$ cat src/blaster_pkg.sv
package blaster_pkg;

	//////////////////////////////////////////////////////////////////////
	// keypad readout, fire and charge status
	//////////////////////////////////////////////////////////////////////

	// keypad result, pressed flag plus low nibble of the key value
	typedef struct packed {
		logic       pressed; // a key is down
		logic [3:0] code;    // table code, 0..B
	} key_t;

	// fire window status
	typedef struct packed {
		logic fire_flag; // high inside the fire window
		logic fire_done; // sticky once the window closes
	} fire_state_t;

	// power-on charge then continuity
	typedef struct packed {
		logic charge;     // charger running
		logic continuity; // cap charged, watching the igniter
	} charge_state_t;

	//////////////////////////////////////////////////////////////////////
	// key codes
	//////////////////////////////////////////////////////////////////////

	localparam logic [3:0] KEY_TONE_FIRST   = 4'h1; // keys 1..8 play a tone
	localparam logic [3:0] KEY_TONE_LAST    = 4'h8;
	localparam logic [3:0] KEY_FORCE_CHARGE = 4'hA; // hold to run the charger
	localparam logic [3:0] KEY_FORCE_DUMP   = 4'hB; // hold to bleed the cap

	// speaker half periods in clocks, one per tone key
	// last entry doubles as the continuity tone
	localparam logic [15:0] TONE_HALF_PERIOD [0:7] = '{
		16'h2CCA,
		16'h27E7,
		16'h238D,
		16'h218E,
		16'h1DE5,
		16'h1AA2,
		16'h17BA,
		16'h1665
	};

	//////////////////////////////////////////////////////////////////////
	// timing defaults at 48 MHz
	//////////////////////////////////////////////////////////////////////

	localparam int DEBOUNCE_CYCLES_DEF = 480000;   // 10 ms
	localparam int FIRE_END_CYCLES_DEF = 64000000; // about 1.33 s
	localparam int SCAN_BITS_DEF       = 12;       // keypad divider width

endpackage

$ cat src/keypad_scan.sv
module keypad_scan
	import blaster_pkg::*;
#(
	parameter int SCAN_BITS = SCAN_BITS_DEF
) (
	input  logic       clk,
	input  logic       reset,
	input  logic [2:0] keypad_col, // active low
	output logic [3:0] keypad_row, // active low, one at a time
	output key_t       key
);

	localparam int SUB_BITS = SCAN_BITS - 2; // clocks per quarter, log2

	// sample point just before a quarter ends, rows long settled by then
	localparam logic [SUB_BITS-1:0] SAMPLE_AT = {{(SUB_BITS - 1){1'b1}}, 1'b0};

	// code by row then column
	localparam logic [3:0] KEY_MAP [0:3][0:2] = '{
		'{4'h3, 4'h2, 4'h1},
		'{4'h6, 4'h5, 4'h4},
		'{4'h9, 4'h8, 4'h7},
		'{4'hB, 4'h0, 4'hA}
	};

	logic [SCAN_BITS-1:0] div;     // scan divider
	logic [1:0]           quarter; // active row
	logic                 seen;    // key seen this period
	logic [2:0]           col_hit; // latched columns, active high
	logic [3:0]           row_hit; // latched row, active high
	logic [1:0]           col_idx;
	logic [1:0]           row_idx;
	logic                 any_hit;

	assign quarter = div[SCAN_BITS-1 -: 2];

	//////////////////////////////////////////////////////////////////////
	// row drive and column capture
	//////////////////////////////////////////////////////////////////////

	always_ff @(posedge clk) begin
		if (reset) begin
			div        <= '0;
			seen       <= 1'b0;
			col_hit    <= '0;
			row_hit    <= '0;
			keypad_row <= '1; // all rows idle
		end else begin
			div <= div + 1'b1;
			for (int i = 0; i < 4; i++) begin
				keypad_row[i] <= (quarter != 2'(i)); // low on our quarter
			end
			if (div == '0) begin
				seen <= 1'b0; // new period
			end else if (div == '1 && !seen) begin
				col_hit <= '0; // nothing down all period
				row_hit <= '0;
			end else if (div[SUB_BITS-1:0] == SAMPLE_AT && keypad_col != 3'b111) begin
				seen    <= 1'b1;
				col_hit <= ~keypad_col;
				row_hit <= ~keypad_row; // row currently driven
			end
		end
	end

	//////////////////////////////////////////////////////////////////////
	// priority decode
	//////////////////////////////////////////////////////////////////////

	always_comb begin
		col_idx = 2'd0;
		row_idx = 2'd3;
		if (col_hit[2]) col_idx = 2'd2;      // rightmost column wins
		else if (col_hit[1]) col_idx = 2'd1;
		if (row_hit[0]) row_idx = 2'd0;      // top row first
		else if (row_hit[1]) row_idx = 2'd1;
		else if (row_hit[2]) row_idx = 2'd2;
	end

	assign any_hit = (|col_hit) && (|row_hit);

	always_ff @(posedge clk) begin
		if (reset) begin
			key <= '0;
		end else begin
			key.pressed <= any_hit;
			key.code    <= any_hit ? KEY_MAP[row_idx][col_idx] : 4'h0;
		end
	end

endmodule

$ cat src/fire_sequencer.sv
module fire_sequencer
	import blaster_pkg::*;
#(
	parameter int DEBOUNCE_CYCLES = DEBOUNCE_CYCLES_DEF,
	parameter int FIRE_END_CYCLES = FIRE_END_CYCLES_DEF
) (
	input  logic        clk,
	input  logic        reset,
	input  logic        fire_button, // active high
	output fire_state_t fire
);

	//////////////////////////////////////////////////////////////////////
	// fire button debounce and fire window
	//
	// counter runs while the button is held, and once past debounce
	// the shot is committed, so release no longer matters
	//////////////////////////////////////////////////////////////////////

	localparam logic [27:0] FIRE_START = 28'(DEBOUNCE_CYCLES); // window opens
	localparam logic [27:0] FIRE_END   = 28'(FIRE_END_CYCLES); // window closes

	logic [27:0] fire_count;
	logic        committed;  // debounce passed
	logic        fire_flag;
	logic        fire_done;

	assign committed = (fire_count >= FIRE_START);

	always_ff @(posedge clk) begin
		if (reset) begin
			fire_count <= '0;
		end else if (fire_done) begin
			fire_count <= fire_count; // one shot per reset, stops re-fire on wrap
		end else if (!fire_button && !committed) begin
			fire_count <= '0; // bounce or short tap
		end else begin
			fire_count <= fire_count + 1'b1;
		end
	end

	// flag up at start count, down at end count
	always_ff @(posedge clk) begin
		if (reset) begin
			fire_flag <= 1'b0;
			fire_done <= 1'b0;
		end else begin
			if (fire_count == FIRE_START && !fire_done) begin
				fire_flag <= 1'b1;
			end else if (fire_count == FIRE_END) begin
				fire_flag <= 1'b0;
			end
			if (fire_count == FIRE_END) begin
				fire_done <= 1'b1; // sticky until reset, keeps dump on
			end
		end
	end

	assign fire.fire_flag = fire_flag;
	assign fire.fire_done = fire_done;

endmodule

$ cat src/charge_control.sv
module charge_control
	import blaster_pkg::*;
#(
	parameter int SCAN_BITS = SCAN_BITS_DEF
) (
	input  logic          clk,
	input  logic          reset,
	input  logic [2:0]    iset,          // switch bits, active low
	input  logic          lt3420_done,   // charger finished
	input  logic          cont,          // igniter continuity seen
	input  fire_state_t   fire,
	input  key_t          key,
	output charge_state_t state,
	output logic          lt3420_charge,
	output logic          dump,
	output logic          arm_led,
	output logic          cont_led
);

	localparam int BLINK_BITS = SCAN_BITS + 13;

	logic                  charge;     // cap charging
	logic                  continuity; // waiting for fire
	logic [BLINK_BITS-1:0] blink;      // free running

	// power-on charge, then continuity, then idle after fire
	always_ff @(posedge clk) begin
		if (reset) begin
			charge     <= !iset[2]; // switch low enables auto charge
			continuity <= 1'b0;
		end else if (lt3420_done && charge) begin
			charge     <= 1'b0;
			continuity <= 1'b1;
		end else if (continuity && fire.fire_flag) begin
			charge     <= 1'b0;
			continuity <= 1'b0;
		end
	end

	always_ff @(posedge clk) begin
		if (reset) blink <= '0;
		else blink <= blink + 1'b1;
	end

	assign state         = '{charge: charge, continuity: continuity};
	assign arm_led       = charge && (blink[BLINK_BITS-1 -: 4] == 4'h0); // short blink
	assign cont_led      = continuity && cont;
	assign lt3420_charge = charge || (key.pressed && key.code == KEY_FORCE_CHARGE);
	// after fire, switch 1 low, or forced from keypad
	assign dump = fire.fire_done || !iset[1] || (key.pressed && key.code == KEY_FORCE_DUMP);

endmodule

$ cat src/tone_gen.sv
module tone_gen
	import blaster_pkg::*;
(
	input  logic          clk,
	input  key_t          key,
	input  charge_state_t state,
	input  logic          cont,
	input  logic          mute,    // silences the continuity tone only
	output logic          speaker
);

	//////////////////////////////////////////////////////////////////////
	// square wave tone, phase toggles when the down counter hits zero
	//////////////////////////////////////////////////////////////////////

	// power-up values, speaker starts quiet
	logic [15:0] tone_cnt  = '0;
	logic        spk_en    = 1'b0;
	logic        spk_phase = 1'b0;

	logic        tone_key;  // keys 1..8
	logic        cont_tone; // igniter present and not muted
	logic [2:0]  tone_idx;
	logic [15:0] reload;
	logic        reload_en;

	assign tone_key  = key.pressed && key.code >= KEY_TONE_FIRST && key.code <= KEY_TONE_LAST;
	assign cont_tone = state.continuity && cont && !mute;
	assign tone_idx  = 3'(key.code - KEY_TONE_FIRST);

	// keypad beats continuity
	always_comb begin
		if (tone_key) begin
			reload_en = 1'b1;
			reload    = TONE_HALF_PERIOD[tone_idx];
		end else if (cont_tone) begin
			reload_en = 1'b1;
			reload    = TONE_HALF_PERIOD[7];
		end else begin
			reload_en = 1'b0; // silent, recheck next clock
			reload    = '0;
		end
	end

	// each phase lasts reload + 1 clocks
	always_ff @(posedge clk) begin
		if (tone_cnt == '0) begin
			spk_phase <= !spk_phase;
			spk_en    <= reload_en;
			tone_cnt  <= reload;
		end else begin
			tone_cnt <= tone_cnt - 1'b1;
		end
	end

	assign speaker = spk_phase & spk_en;

endmodule

$ cat src/blaster_top.sv
module blaster_top
	import blaster_pkg::*;
#(
	parameter int DEBOUNCE_CYCLES = DEBOUNCE_CYCLES_DEF,
	parameter int FIRE_END_CYCLES = FIRE_END_CYCLES_DEF,
	parameter int SCAN_BITS       = SCAN_BITS_DEF
) (
	input  logic       clk,
	input  logic       reset,
	input  logic       fire_button,
	input  logic [2:0] iset,          // active low switches
	input  logic       lt3420_done,
	input  logic       cont_n,        // continuity, active low
	input  logic [2:0] keypad_col,
	output logic [3:0] keypad_row,
	output logic       lt3420_charge,
	output logic       dump,
	output logic       arm_led,
	output logic       cont_led,
	output logic       speaker,
	output logic       speaker_n,
	output key_t       key            // keypad readout
);

	logic          cont;
	fire_state_t   fire;
	charge_state_t state;

	assign cont = !cont_n;

	//////////////////////////////////////////////////////////////////////
	// decode
	//////////////////////////////////////////////////////////////////////

	keypad_scan #(
		.SCAN_BITS(SCAN_BITS)
	) u_keypad (
		.clk       (clk),
		.reset     (reset),
		.keypad_col(keypad_col),
		.keypad_row(keypad_row),
		.key       (key)
	);

	//////////////////////////////////////////////////////////////////////
	// execute
	//////////////////////////////////////////////////////////////////////

	fire_sequencer #(
		.DEBOUNCE_CYCLES(DEBOUNCE_CYCLES),
		.FIRE_END_CYCLES(FIRE_END_CYCLES)
	) u_fire (
		.clk        (clk),
		.reset      (reset),
		.fire_button(fire_button),
		.fire       (fire)
	);

	charge_control #(
		.SCAN_BITS(SCAN_BITS)
	) u_charge (
		.clk          (clk),
		.reset        (reset),
		.iset         (iset),
		.lt3420_done  (lt3420_done),
		.cont         (cont),
		.fire         (fire),
		.key          (key),
		.state        (state),
		.lt3420_charge(lt3420_charge),
		.dump         (dump),
		.arm_led      (arm_led),
		.cont_led     (cont_led)
	);

	//////////////////////////////////////////////////////////////////////
	// result
	//////////////////////////////////////////////////////////////////////

	tone_gen u_tone (
		.clk    (clk),
		.key    (key),
		.state  (state),
		.cont   (cont),
		.mute   (iset[0]), // switch 0 mutes continuity beep
		.speaker(speaker)
	);

	assign speaker_n = !speaker; // differential drive, doubles the swing

endmodule

$ cat config.mk
export PLATFORM = sky130hd
export DESIGN_NAME = blaster_top
export DESIGN_NICKNAME = d
export VERILOG_FILES = /design/src/blaster_pkg.sv /design/src/keypad_scan.sv /design/src/fire_sequencer.sv /design/src/charge_control.sv /design/src/tone_gen.sv /design/src/blaster_top.sv
export SDC_FILE = /design/constraint.sdc
export NUM_CORES = 1
export LEC_CHECK = 0
export BUFFER_PORTS_ARGS = -buffer_cell sky130_fd_sc_hd__buf_4
export CAP_MARGIN = 20
export CORE_ASPECT_RATIO = 0.9
export CORE_MARGIN = 4
export CORE_UTILIZATION = 66
export DETAILED_ROUTE_END_ITERATION = 6
export HOLD_SLACK_MARGIN = 0.12
export MAX_ROUTING_LAYER = met4
export PLACE_DENSITY_LB_ADDON = 0.2
export SLEW_MARGIN = 30
export SYNTH_ARGS = -nofsm -noshare
export SYNTH_HDL_FRONTEND = slang
export SYNTH_SLANG_ARGS = --single-unit
$ cat constraint.sdc
create_clock -name clk -period 5.45 [get_ports clk]
set_clock_uncertainty 0.15 [all_clocks]
set_input_delay 0.545 -clock clk [delete_from_list [all_inputs] [get_ports clk]]
set_output_delay 0.545 -clock clk [all_outputs]
set_load 0.01 [all_outputs]
==> metrics.md, run 1 <==
| Metric | Value |
|---|---|
| Outcome | complete, no violations |
| Slew at the pin closest to its max-slew limit | 915 ps |
| Routed wirelength normalized by instance count | 15.8 µm |
| Synthesized area per cell | 8.83 µm² |
| H-tree depth reported by CTS | 3 |
| Placement row count | 30 |
| Area fraction of the dominant cell type after synthesis | 38.3% |
| Half-perimeter wire length of the detailed placement result | 7780 µm |
| Starting Density | 69.0% |
| Relative slew slack | around 39% |
| Via density per instance | 6.30 |
| Synthesized Nets | 628 |
| Clk Tree Root Cell | sky130_fd_sc_hd__clkbuf_8 |
| Pwr per Cell Area | 231 nW/µm² |
| CTS tree | done |
| Remaining DRCs | 0 |
| Hold slack final | 196 ps |
| Die area | 9500 µm² |
| WP data arrival | about 2500 ps |
| Warning count from the yosys run | 0 |
| Initial antenna violation count | 0 |
| I/O pin cnt | 26 |
| Count of input and output buffers | 25 |
| Post-synthesis instance area | 5280 µm² |
| Most frequently used flop master after synthesis | sky130_fd_sc_hd__dfxtp_1 |
| Placer's final routability congestion estimate | 0.853 |
| Iteration-0 DRC Markers | between 200 and 300 |
| Total core area | 7660 µm² |
| Instance count after placement with tap cells included | between 600 and 700 |
| Most common cell after layout, fill and taps aside | sky130_fd_sc_hd__dfxtp_1 |
| Clk Latency, worst-skew pair | 380 ps |
| Share of the cycle needed by the critical path after routing | 48.7% |
| Worst setup slack after placement | 2860 ps |
| Remaining Overflow, GRT | 0 |
| Share of synthesized area occupied by flip-flops and latches | 40.0% |
| Type of the worst setup path | flop to flop |
| Path type of the worst min-delay path | input port to flop |
| Post-CTS clock slew at the launch and capture registers of the worst setup and hold paths | 110 ps |
| Num Clock Sinks | ~100 |
| Synthesized instance count | approximately 600 |
| Final number of setup-violating endpoints | 0 |
| Minimum clock period after layout | ~2700 ps |
| Post-route non-filler standard cell count | 703 |
| Final Core Density | about three quarters |
| Setup repair after global routing missed its margin | false |
| Via count of the first global-routing pass | just over 4,000 |
| Max Slew Vio Count | 0 |
| Final WL | 11,100 µm |
| Most frequent cells in the layout | 101 x sky130_fd_sc_hd__dfxtp_1, 42 x sky130_fd_sc_hd__nand2_1, 34 x sky130_fd_sc_hd__nor2_1 |
| Relative area change from synthesis to final layout | 7.11% |
| Leading cell types by total area after synthesis | sky130_fd_sc_hd__dfxtp_1 38%, sky130_fd_sc_hd__ha_1 4.5%, sky130_fd_sc_hd__xor2_1 4.3%, sky130_fd_sc_hd__a211oi_1 3.1%, sky130_fd_sc_hd__nand2_1 3.0% |
| Aggregate global-route resource usage | 24.9% |
| Resized Gates After CTS | 0 |
| First-pass GRT wire length | 18,800 µm |
| Pre-antenna DRT Iters | 6 |
| Kind of start point of the critical path | flop |
| Peak fanout along the critical path | 15 |
| Number of buffers on the longest clock path | 2 |
| Num CTS Buffers | 9 |
| Setup bufs post-CTS | 0 |
| Number of endpoints with negative hold slack in the final report | 0 |
| EDFF count, synth | 3 |
| Static Leak | about 1.9 nW |
| Post-synth top area cell | sky130_fd_sc_hd__dfxtp_1 |
| Async set-reset flop share out of synthesis | 0% |
| FF+latch count, synth | approximately 100 |
| Total negative slack | 0 ps |
| Via count | approximately 4,400 |
| Y dimension of the die | 92.9 µm |
| Number of violations of the max-capacitance limit | 0 |
| Kind of capture point of the worst setup path | flop |
| Total Nets Final | 632 |
| Antenna fix cells | 0 |
| Largest vdd supply drop | 132 µV |
| Proportion of layout cells with a drive suffix above 1 | 9.56% |
| F_max | 377 MHz |
| Pin count of the biggest net entering global routing | 75 |
| Final worst slack | around 2800 ps |
| Library cells used by synthesis | 54 |
| Floorplan die width | 102 µm |
| Data required time of the worst path | between 5000 and 6000 ps |
| CTS hold repair buffers | 0 |
| Antenna viol nets, final | 0 |
synthesized netlist by cell type (8+ instances only):
| cell type | n |
|---|---|
| sky130_fd_sc_hd__or4_1 | 15 |
| sky130_fd_sc_hd__nor3_1 | 26 |
| sky130_fd_sc_hd__a21oi_1 | 30 |
| sky130_fd_sc_hd__dfxtp_1 | 101 |
| sky130_fd_sc_hd__inv_1 | 23 |
| sky130_fd_sc_hd__o31ai_1 | 17 |
| sky130_fd_sc_hd__buf_2 | 11 |
| sky130_fd_sc_hd__ha_1 | 19 |
| sky130_fd_sc_hd__mux2i_1 | 13 |
| sky130_fd_sc_hd__a211oi_1 | 22 |
| sky130_fd_sc_hd__xnor2_1 | 17 |
| sky130_fd_sc_hd__nor2b_1 | 8 |
| sky130_fd_sc_hd__nand3_1 | 23 |
| sky130_fd_sc_hd__xor2_1 | 26 |
| sky130_fd_sc_hd__nand2_1 | 42 |
| sky130_fd_sc_hd__nand4_1 | 24 |
| sky130_fd_sc_hd__clkbuf_1 | 16 |
| sky130_fd_sc_hd__o21ai_0 | 17 |
| sky130_fd_sc_hd__or3_1 | 18 |
| sky130_fd_sc_hd__nor2_1 | 34 |
| sky130_fd_sc_hd__and4_1 | 10 |
report_power, final:
group,total (mW),internal [mW],switching (mW)
combinational,0.0438,0.0182,0.0256
sequential,0.776,0.769,0.00678
clock,0.486,0.184,0.302
total,1.31,0.971,0.335
registers in the layout, summed over array words and instances (netlist names):
name and cells:
u_charge.blink 25, u_tone.spk_en 1, u_charge.continuity 1, u_tone.tone_cnt 16
u_keypad.row_hit 4, u_tone.spk_phase 1, u_keypad.keypad_row 4, u_fire.fire_flag 1
u_charge.charge 1, u_fire.fire_done 1, u_keypad.seen 1, u_keypad.key 5
u_fire.fire_count 28, u_keypad.div 12, u_keypad.col_hit 3
cell families after synthesis:
| group | Yosys count | synth area share (%) |
|---|---|---|
| AO/OA/AOI/OAI | 112 | 14.2 |
| multiplexers | 15 | 2.89 |
| flip-flops | 104 | 40.0 |
| adder cells (fa/ha/maj) | 19 | 4.50 |
| AND/OR/NAND/NOR | 249 | 26.9 |
| buffers and inverters | 56 | 4.38 |
| XOR/XNOR | 43 | 7.13 |
final timing paths:
check | startpoint | to | slack, ps | cells after the start
max | u_tone.tone_cnt[0] | u_tone.spk_en | 2790 | 5
min | keypad_col[2] | u_keypad.col_hit[2] | 200 | 2
max reg2reg | u_tone.tone_cnt[0] | u_tone.spk_en | 2790 | 5
min reg2reg | u_keypad.keypad_row[1] | u_keypad.row_hit[1] | 310 | 1
layer usage:
layer | routed length (µm) | share of wire [%] | global-route usage, %
met2 | 5470 | 49 | 38.4
met1 | 4960 | 45 | 32.5
met4 | 194 | 1.7 | 7.43
met5 | 0 | 0 | -
met3 | 497 | 4.5 | 6.10
critical path, stage by stage, from the launching register on:
cell and delay (ps):
sky130_fd_sc_hd__dfxtp_1 340, sky130_fd_sc_hd__inv_1 90, sky130_fd_sc_hd__ha_1 180, sky130_fd_sc_hd__nor3b_1 620, sky130_fd_sc_hd__nand2_1 300, sky130_fd_sc_hd__nor3_4 620
through the flow:
step / cell area, µm² / total power, mW
final: 5660 / 1.31
after global routing: 5660 / 1.36
after CTS: 5660 / 1.31
after detailed placement: 5450 / 0.837
after global placement: 5450 / 0.835
after floorplan: 5280 / 0.819
layout make-up:
class / count / area (µm²)
inverter: 23 / 86.3
timing repair buffer: 26 / 195
fill: 590 / 2000
multi-input combinational: 438 / 2940
tap: 96 / 120
clock buffer: 9 / 124
sequential: 104 / 2110
clock inverter: 7 / 81.3
No activity file was read; power rests on OpenSTA's default activity.
==> run 2, diff against run 1 <==
--- a/config.mk
+++ b/config.mk
@@ -5,11 +5,12 @@
 export SDC_FILE = /design/constraint.sdc
 export NUM_CORES = 1
 export LEC_CHECK = 0
+export ABC_AREA = 1
 export BUFFER_PORTS_ARGS = -buffer_cell sky130_fd_sc_hd__buf_4
 export CAP_MARGIN = 20
 export CORE_ASPECT_RATIO = 0.9
 export CORE_MARGIN = 4
-export CORE_UTILIZATION = 66
+export CORE_UTILIZATION = 62
 export DETAILED_ROUTE_END_ITERATION = 6
 export HOLD_SLACK_MARGIN = 0.12
 export MAX_ROUTING_LAYER = met4
==> constraint.sdc (replaced) <==
create_clock -name clk -period 2.45 [get_ports clk]
set_clock_uncertainty 0.15 [all_clocks]
set_input_delay 0.245 -clock clk [delete_from_list [all_inputs] [get_ports clk]]
set_output_delay 0.245 -clock clk [all_outputs]
set_load 0.01 [all_outputs]
==> run 2 against run 1 <==
First-iteration DRC count increased by 47%. Die area increased by 14%. Global-route usage increased by 0.098 points. Final cell count increased by 44%. Utilization decreased by 2.5 points. Register-to-register slack got worse by 2600 ps. Synthesized cell count increased by 43%. Sequential share of layout area decreased by 3.6 points. Synthesized area increased by 8.0%. Via count increased by 22%. Critical path type unchanged.
==> metrics.md, run 2 <==
| Metric | Value |
|---|---|
| Initial antenna violation count | 0 |
| Relative slew slack | 64.2% |
| Remaining Overflow, GRT | 0 |
| Num Clock Sinks | 104 |
| Combinational group share of total power | 4.0% |
| Minimum clock period after layout | 2220 ps |
| Largest reg by FF count | u_fire.fire_count |
| Leading cell types by total area after synthesis | sky130_fd_sc_hd__dfxtp_1 35%, sky130_fd_sc_hd__nand2_1 13%, sky130_fd_sc_hd__nor2_1 9.4%, sky130_fd_sc_hd__inv_1 6.5%, sky130_fd_sc_hd__nand3_1 5.3% |
| Count of input and output buffers | 25 |
| Antenna fix cells | 0 |
| Half-perimeter wire length of the detailed placement result | 9480 µm |
| Crit-path cells | ha_1 -> nand2_2 -> nor2_2 -> nand3_2 -> nand3b_1 -> a21oi_1 -> dlygate4sd3_1 |
| WP data arrival | around 2300 ps |
| Aggregate global-route resource usage | 25.0% |
| Via density per instance | roughly 5.3 |
| CTS hold repair buffers | 9 |
| Largest vdd supply drop | roughly 380 µV |
| Area fraction of the dominant cell type after synthesis | 35.5% |
| Post-CTS clock slew at the launch and capture registers of the worst setup and hold paths | 100 ps |
| Most common cell after layout, fill and taps aside | sky130_fd_sc_hd__nand2_1 |
| Total Nets Final | 920 |
| Max reg flops | 28 |
| Placement row count | 32 |
| Remaining DRCs | 0 |
| Setup slack of the worst register-to-register path | roughly 230 ps |
| Switching Power | 0.653 mW |
| Routed wirelength normalized by instance count | approximately 12 µm |
| Peak fanout along the critical path | 15 |
| Most frequently used flop master after synthesis | sky130_fd_sc_hd__dfxtp_1 |
| Clk Latency, worst-skew pair | 370 ps |
| Num CTS Buffers | 9 |
| Max Slew Vio Count | 0 |
| Synthesized Nets | 883 |
| Relative contribution of the clock network to total power | 34.0% |
| Static Leak | 2.57 nW |
| Warning count from the yosys run | 0 |
| Via count | 5,405 |
| Y dimension of the die | 99.0 µm |
| Resized Gates After CTS | 0 |
| Data required time of the worst path | 2560 ps |
| Async set-reset flop share out of synthesis | 0% |
| Share of synthesized area occupied by flip-flops and latches | between 30% and 40% |
| Share of the cycle needed by the critical path after routing | about nine tenths |
| Category of cells accounting for the largest share of critical-path delay | simple AND/OR/NAND/NOR gates |
| Pre-antenna DRT Iters | 5 |
| Starting Density | between 60% and 70% |
| Switching power share of the total | between 20% and 30% |
| Slowest Stage Delay on Critical Path | 550 ps |
| Type of the worst setup path | flop to flop |
| FF+latch count, synth | 104 |
| Pwr per Cell Area | 444 nW/µm² |
| Final number of setup-violating endpoints | 0 |
| Synthesized area per cell | 6.69 µm² |
| Largest registers | u_fire.fire_count: 28 flops, u_charge.blink: 25 flops, u_tone.tone_cnt: 16 flops |
| Filler cell count | 742 |
| Commonest cells post-synth | 201 x sky130_fd_sc_hd__nand2_1, 143 x sky130_fd_sc_hd__nor2_1, 101 x sky130_fd_sc_hd__dfxtp_1 |
| Iteration-0 DRC Markers | ~370 |
| Total design power | between 2 and 3 mW |
| Clk Tree Root Cell | sky130_fd_sc_hd__clkbuf_8 |
| Kind of capture point of the worst setup path | flop |
| EDFF count, synth | 3 |
| Pin count of the biggest net entering global routing | 22 |
| Power share of the sequential group | 62.0% |
| H-tree depth reported by CTS | 3 |
| Kind of start point of the critical path | flop |
| Placer's final routability congestion estimate | about 0.96 |
| Post-synth top area cell | sky130_fd_sc_hd__dfxtp_1 |
| Setup bufs post-CTS | 0 |
| Floorplan die width | 109 µm |
| Max stage delay cell, worst path | sky130_fd_sc_hd__dlygate4sd3_1 |
| F_max | 450 MHz |
| Setup repair after global routing missed its margin | false |
| Die area | 10,800 µm² |
| Proportion of layout cells with a drive suffix above 1 | a little over a tenth |
| Post-synthesis instance area | 5700 µm² |
| Number of buffers on the longest clock path | 2 |
| Number of endpoints with negative hold slack in the final report | 0 |
| Synthesized instance count | 853 |
| Most frequent cells in the layout | 201 x sky130_fd_sc_hd__nand2_1, 143 x sky130_fd_sc_hd__nor2_1, 101 x sky130_fd_sc_hd__dfxtp_1 |
| First-pass GRT wire length | 21,800 µm |
| Design internal power | 2.13 mW |
| Relative area change from synthesis to final layout | 9.81% |
| Crit path buffers/inverters | 1 |
| Most frequent cell after synthesis | sky130_fd_sc_hd__nand2_1 |
| CTS tree | done |
| Total core area | 8770 µm² |
| Via count of the first global-routing pass | 5,126 |
| Number of violations of the max-capacitance limit | 0 |
| Antenna viol nets, final | 0 |
| Total negative slack | 0 ps |
| I/O pin cnt | 26 |
| Library cells used by synthesis | 39 |
| Path type of the worst min-delay path | input port to flop |
| Final WL | 12,500 µm |
| Outcome | complete, no violations |
| Slew at the pin closest to its max-slew limit | 536 ps |
[run 2: changes by cell type after synthesis, moves of 18 or more]
cell / before / now
sky130_fd_sc_hd__or3_1: 18 / 0
sky130_fd_sc_hd__nor2_2: 0 / 22
sky130_fd_sc_hd__nand2_1: 42 / 201
sky130_fd_sc_hd__inv_1: 23 / 99
sky130_fd_sc_hd__nand3_1: 23 / 60
sky130_fd_sc_hd__a211oi_1: 22 / 3
sky130_fd_sc_hd__nor2_1: 34 / 143
sky130_fd_sc_hd__o21ai_0: 17 / 38
[run 2: final timing paths]
check / start / end / depth (start not counted)
min reg2reg: u_keypad.div[10] / u_keypad.keypad_row[1] / 1
max: u_keypad.div[1] / u_keypad.col_hit[1] / 7
max reg2reg: u_keypad.div[1] / u_keypad.col_hit[1] / 7
min: iset[0] / u_tone.spk_en / 4
[run 2: area by class of cell]
cell class / count / area (µm²) / area share, %
clock buffers: 11 / 131 / 2.10
flip-flops and latches: 104 / 2110 / 33.7
multi-input cells: 624 / 3100 / 49.6
inverters: 112 / 420 / 6.71
clock inverters: 4 / 30.0 / 0.480
repair buffers: 39 / 315 / 5.03
well taps: 119 / 149 / 2.38
[run 2: cells by family after synthesis]
logic type               after synthesis  synth area share, %
XOR/XNOR                              25                 3.84
buffers and inverters                125                 8.53
AO/OA/AOI/OAI                         90                 8.45
adder cells (fa/ha/maj)               19                 4.17
AND/OR/NAND/NOR                      490                 38.0
flip-flops                           104                 37.0
[run 2: worst min-delay path, stage by stage]
cell,delay [ps]
sky130_fd_sc_hd__buf_4,70
sky130_fd_sc_hd__inv_1,50
sky130_fd_sc_hd__nand2_1,80
sky130_fd_sc_hd__nand2_1,80
[run 2: power groups by stage]
stage	clock network [mW]	logic, mW	registers (mW)
floorplan	0	0.0655	1.76
global placement	0	0.101	1.76
detailed placement	0	0.105	1.76
CTS	0.970	0.113	1.72
global route	1.04	0.125	1.73
finish	0.946	0.112	1.72
[run 2: stage by stage]
step / instance area, µm² / hold slack (ps) / util [%] / setup WS, ps / cells
6_report: 6260 / 198 / 71.4 / 227 / 1013
5_1_grt: 6260 / 219 / 71.4 / 64.5 / 1013
4_1_cts: 6260 / 180 / 71.4 / 251 / 1013
3_5_place_dp: 6010 / 273 / 68.6 / 457 / 989
3_3_place_gp: 6010 / 276 / 68.6 / 555 / 989
2_1_floorplan: 5700 / 258 / - / 635 / 853
[run 2: layer usage]
layer  vias to the layer above  GRT usage, %  part of all wire (%)
met4                         0          7.86                   1.7
li1                       2774             -                     -
met2                       166          39.8                    47
met5                         -             -                     0
met1                      2442          31.7                    45
met3                        23          5.30                   6.1
==> run 3, diff against run 2 <==
--- a/config.mk
+++ b/config.mk
@@ -12,6 +12,7 @@
 export CORE_MARGIN = 4
 export CORE_UTILIZATION = 62
 export DETAILED_ROUTE_END_ITERATION = 6
+export GPL_TIMING_DRIVEN = 0
 export HOLD_SLACK_MARGIN = 0.12
 export MAX_ROUTING_LAYER = met4
 export PLACE_DENSITY_LB_ADDON = 0.2
==> run 3 against run 2 <==
Die area stayed put. Setup slack gained 68 ps. Final cell count increased by 0.69%. Highest routed layer unchanged.
==> metrics.md, run 3 (synthesis gave the netlist of run 2 again) <==
| Metric | Value |
|---|---|
| Outcome | complete, no violations |
| Total core area | 8770 µm² |
| Count of input and output buffers | 25 |
| Static Leak | 2.58 nW |
| Most frequent cells in the layout | 201 x sky130_fd_sc_hd__nand2_1, 143 x sky130_fd_sc_hd__nor2_1, 101 x sky130_fd_sc_hd__dfxtp_1 |
| Half-perimeter wire length of the detailed placement result | 9570 µm |
| Pre-antenna DRT Iters | 5 |
| Peak fanout along the critical path | 10 |
| Kind of capture point of the worst setup path | flop |
| Kind of start point of the critical path | flop |
| Via density per instance | around 5.2 |
| Setup bufs post-CTS | 0 |
| Worst hold start | cont_n |
| Path type of the worst min-delay path | input port to flop |
| Max reg flops | 28 |
| Via count of the first global-routing pass | 4,869 |
| Minimum clock period after layout | 2150 ps |
| Setup slack of the worst register-to-register path | just under 300 ps |
| Number of buffers on the longest clock path | 2 |
| Remaining Overflow, GRT | 0 |
| Endpoint, Worst Hold | u_tone.spk_en |
| Proportion of layout cells with a drive suffix above 1 | 10.5% |
| Floorplan die width | 109 µm |
| Met3 Usage GRT | 4.72% |
| Starting Density | 65.0% |
| Number of violations of the max-capacitance limit | 0 |
| Slowest Stage Delay on Critical Path | 520 ps |
| GR peak layer | met2 |
| H-tree depth reported by CTS | 3 |
| F_max | 464 MHz |
| Type of the worst setup path | flop to flop |
| Routed wirelength normalized by instance count | 12.2 µm |
| Met2 usage | 39.3% |
| Relative slew slack | 64.5% |
| Launch point of the worst reg-to-reg path | u_keypad.key[0] |
| Post-CTS clock slew at the launch and capture registers of the worst setup and hold paths | about 100 ps |
| Y dimension of the die | 99.0 µm |
| Max stage delay cell, worst path | sky130_fd_sc_hd__dfxtp_1 |
| Total Nets Final | 926 |
| CTS hold repair buffers | 7 |
| CTS tree | done |
| Total design power | 2.87 mW |
| Num CTS Buffers | 9 |
| WP data arrival | 2320 ps |
| R2r worst-path depth | 11 |
| Pin count of the biggest net entering global routing | 18 |
| Crit-path cells | inv_1 -> ha_1 -> inv_1 -> nand2_1 -> nand2_1 -> inv_2 -> a21oi_1 -> o21ai_0 -> nand2_1 -> nand2_1 -> nand2_1 |
| First-pass GRT wire length | 21,500 µm |
| Most common cell after layout, fill and taps aside | sky130_fd_sc_hd__nand2_1 |
| Placement row count | 32 |
| Antenna viol nets, final | 0 |
| Largest registers | u_fire.fire_count: 28 flops, u_charge.blink: 25 flops, u_tone.tone_cnt: 16 flops |
| Setup repair after global routing missed its margin | false |
| Final WL | 12,500 µm |
| Via count | 5,336 |
| Die area | 10,800 µm² |
| Remaining DRCs | 0 |
| Largest vdd supply drop | between 300 and 400 µV |
| Relative area change from synthesis to final layout | 10.4% |
| Cell seen most often among critical-path stages | sky130_fd_sc_hd__nand2_1 |
| Initial antenna violation count | 0 |
| Final number of setup-violating endpoints | 0 |
| Clk Tree Root Cell | sky130_fd_sc_hd__clkbuf_8 |
| Pwr per Cell Area | 456 nW/µm² |
| Hold-critical path depth | 4 |
| FF-to-FF End | u_tone.tone_cnt[6] |
| Iteration-0 DRC Markers | 326 |
| Total negative slack | 0 ps |
| Data required time of the worst path | 2620 ps |
| Antenna fix cells | 0 |
| Share of the cycle needed by the critical path after routing | roughly 88% |
| Clk Latency, worst-skew pair | 380 ps |
| Met1 capacity usage during global routing | 32.8% |
| Placer's final routability congestion estimate | 0.948 |
| Largest reg by FF count | u_fire.fire_count |
| Resized Gates After CTS | 0 |
| I/O pin cnt | 26 |
| Number of endpoints with negative hold slack in the final report | 0 |
| Num Clock Sinks | 104 |
| Max Slew Vio Count | 0 |
| Aggregate global-route resource usage | 24.8% |
| Slew at the pin closest to its max-slew limit | 532 ps |
## run 3: cell types whose count changed in the layout (fill, tap and decap cells not counted), sizes merged
cell         delta
dlygate4sd3     -2
clkbuf          +8
clkinv          -1
buf             +2
## run 3: how the worst max path moves through the flow
stage	start	endpoint
detailed placement	u_keypad.key[0]	u_tone.tone_cnt[6]
global placement	u_keypad.key[0]	u_tone.tone_cnt[6]
global route	u_keypad.key[0]	u_tone.tone_cnt[6]
CTS	u_keypad.key[0]	u_tone.tone_cnt[6]
floorplan	u_keypad.key[0]	u_tone.tone_cnt[0]
finish	u_keypad.key[0]	u_tone.tone_cnt[6]
## run 3: metrics by stage
| step | cells | area [µm²] | worst slack [ps] | hold WS [ps] | utilization (%) |
|---|---|---|---|---|---|
| 2_1_floorplan | 853 | 5700 | 635 | 258 | - |
| 3_3_place_gp | 997 | 6040 | 447 | 272 | 68.9 |
| 4_1_cts | 1020 | 6290 | 329 | 179 | 71.8 |
| 5_1_grt | 1020 | 6290 | 92.2 | 207 | 71.8 |
| 3_5_place_dp | 997 | 6040 | 374 | 269 | 68.9 |
| 6_report | 1020 | 6290 | 296 | 203 | 71.8 |
## run 3: report_power, final
part           internal, mW  switching [mW]
Clock                 0.439           0.588
Combinational        0.0513          0.0676
Sequential             1.71          0.0136
Total                  2.20           0.669
## run 3: layout make-up
type | count | area, µm²
clock buffer | 13 | 160
clock inverter | 3 | 25.0
buffer | 13 | 66.3
sequential | 104 | 2110
fill | 720 | 2470
multi-input combinational | 624 | 3100
inverter | 112 | 420
tap | 119 | 149
timing repair buffer | 32 | 258
## run 3: critical path: cells and delay by family, from the launching register on
| family | cells | cell delay, ps |
|---|---|---|
| fa+ha+maj | 1 | 270 |
| compound gates | 2 | 340 |
| simple gates | 5 | 450 |
| flops | 1 | 520 |
| buf+inv | 3 | 370 |
## run 3: per-layer routing
metal  up-vias  part of all wire (%)
li1       2792                     -
met1      2389                    47
met2       134                    46
met3        21                   5.8
met4         0                   1.3
met5         -                     0
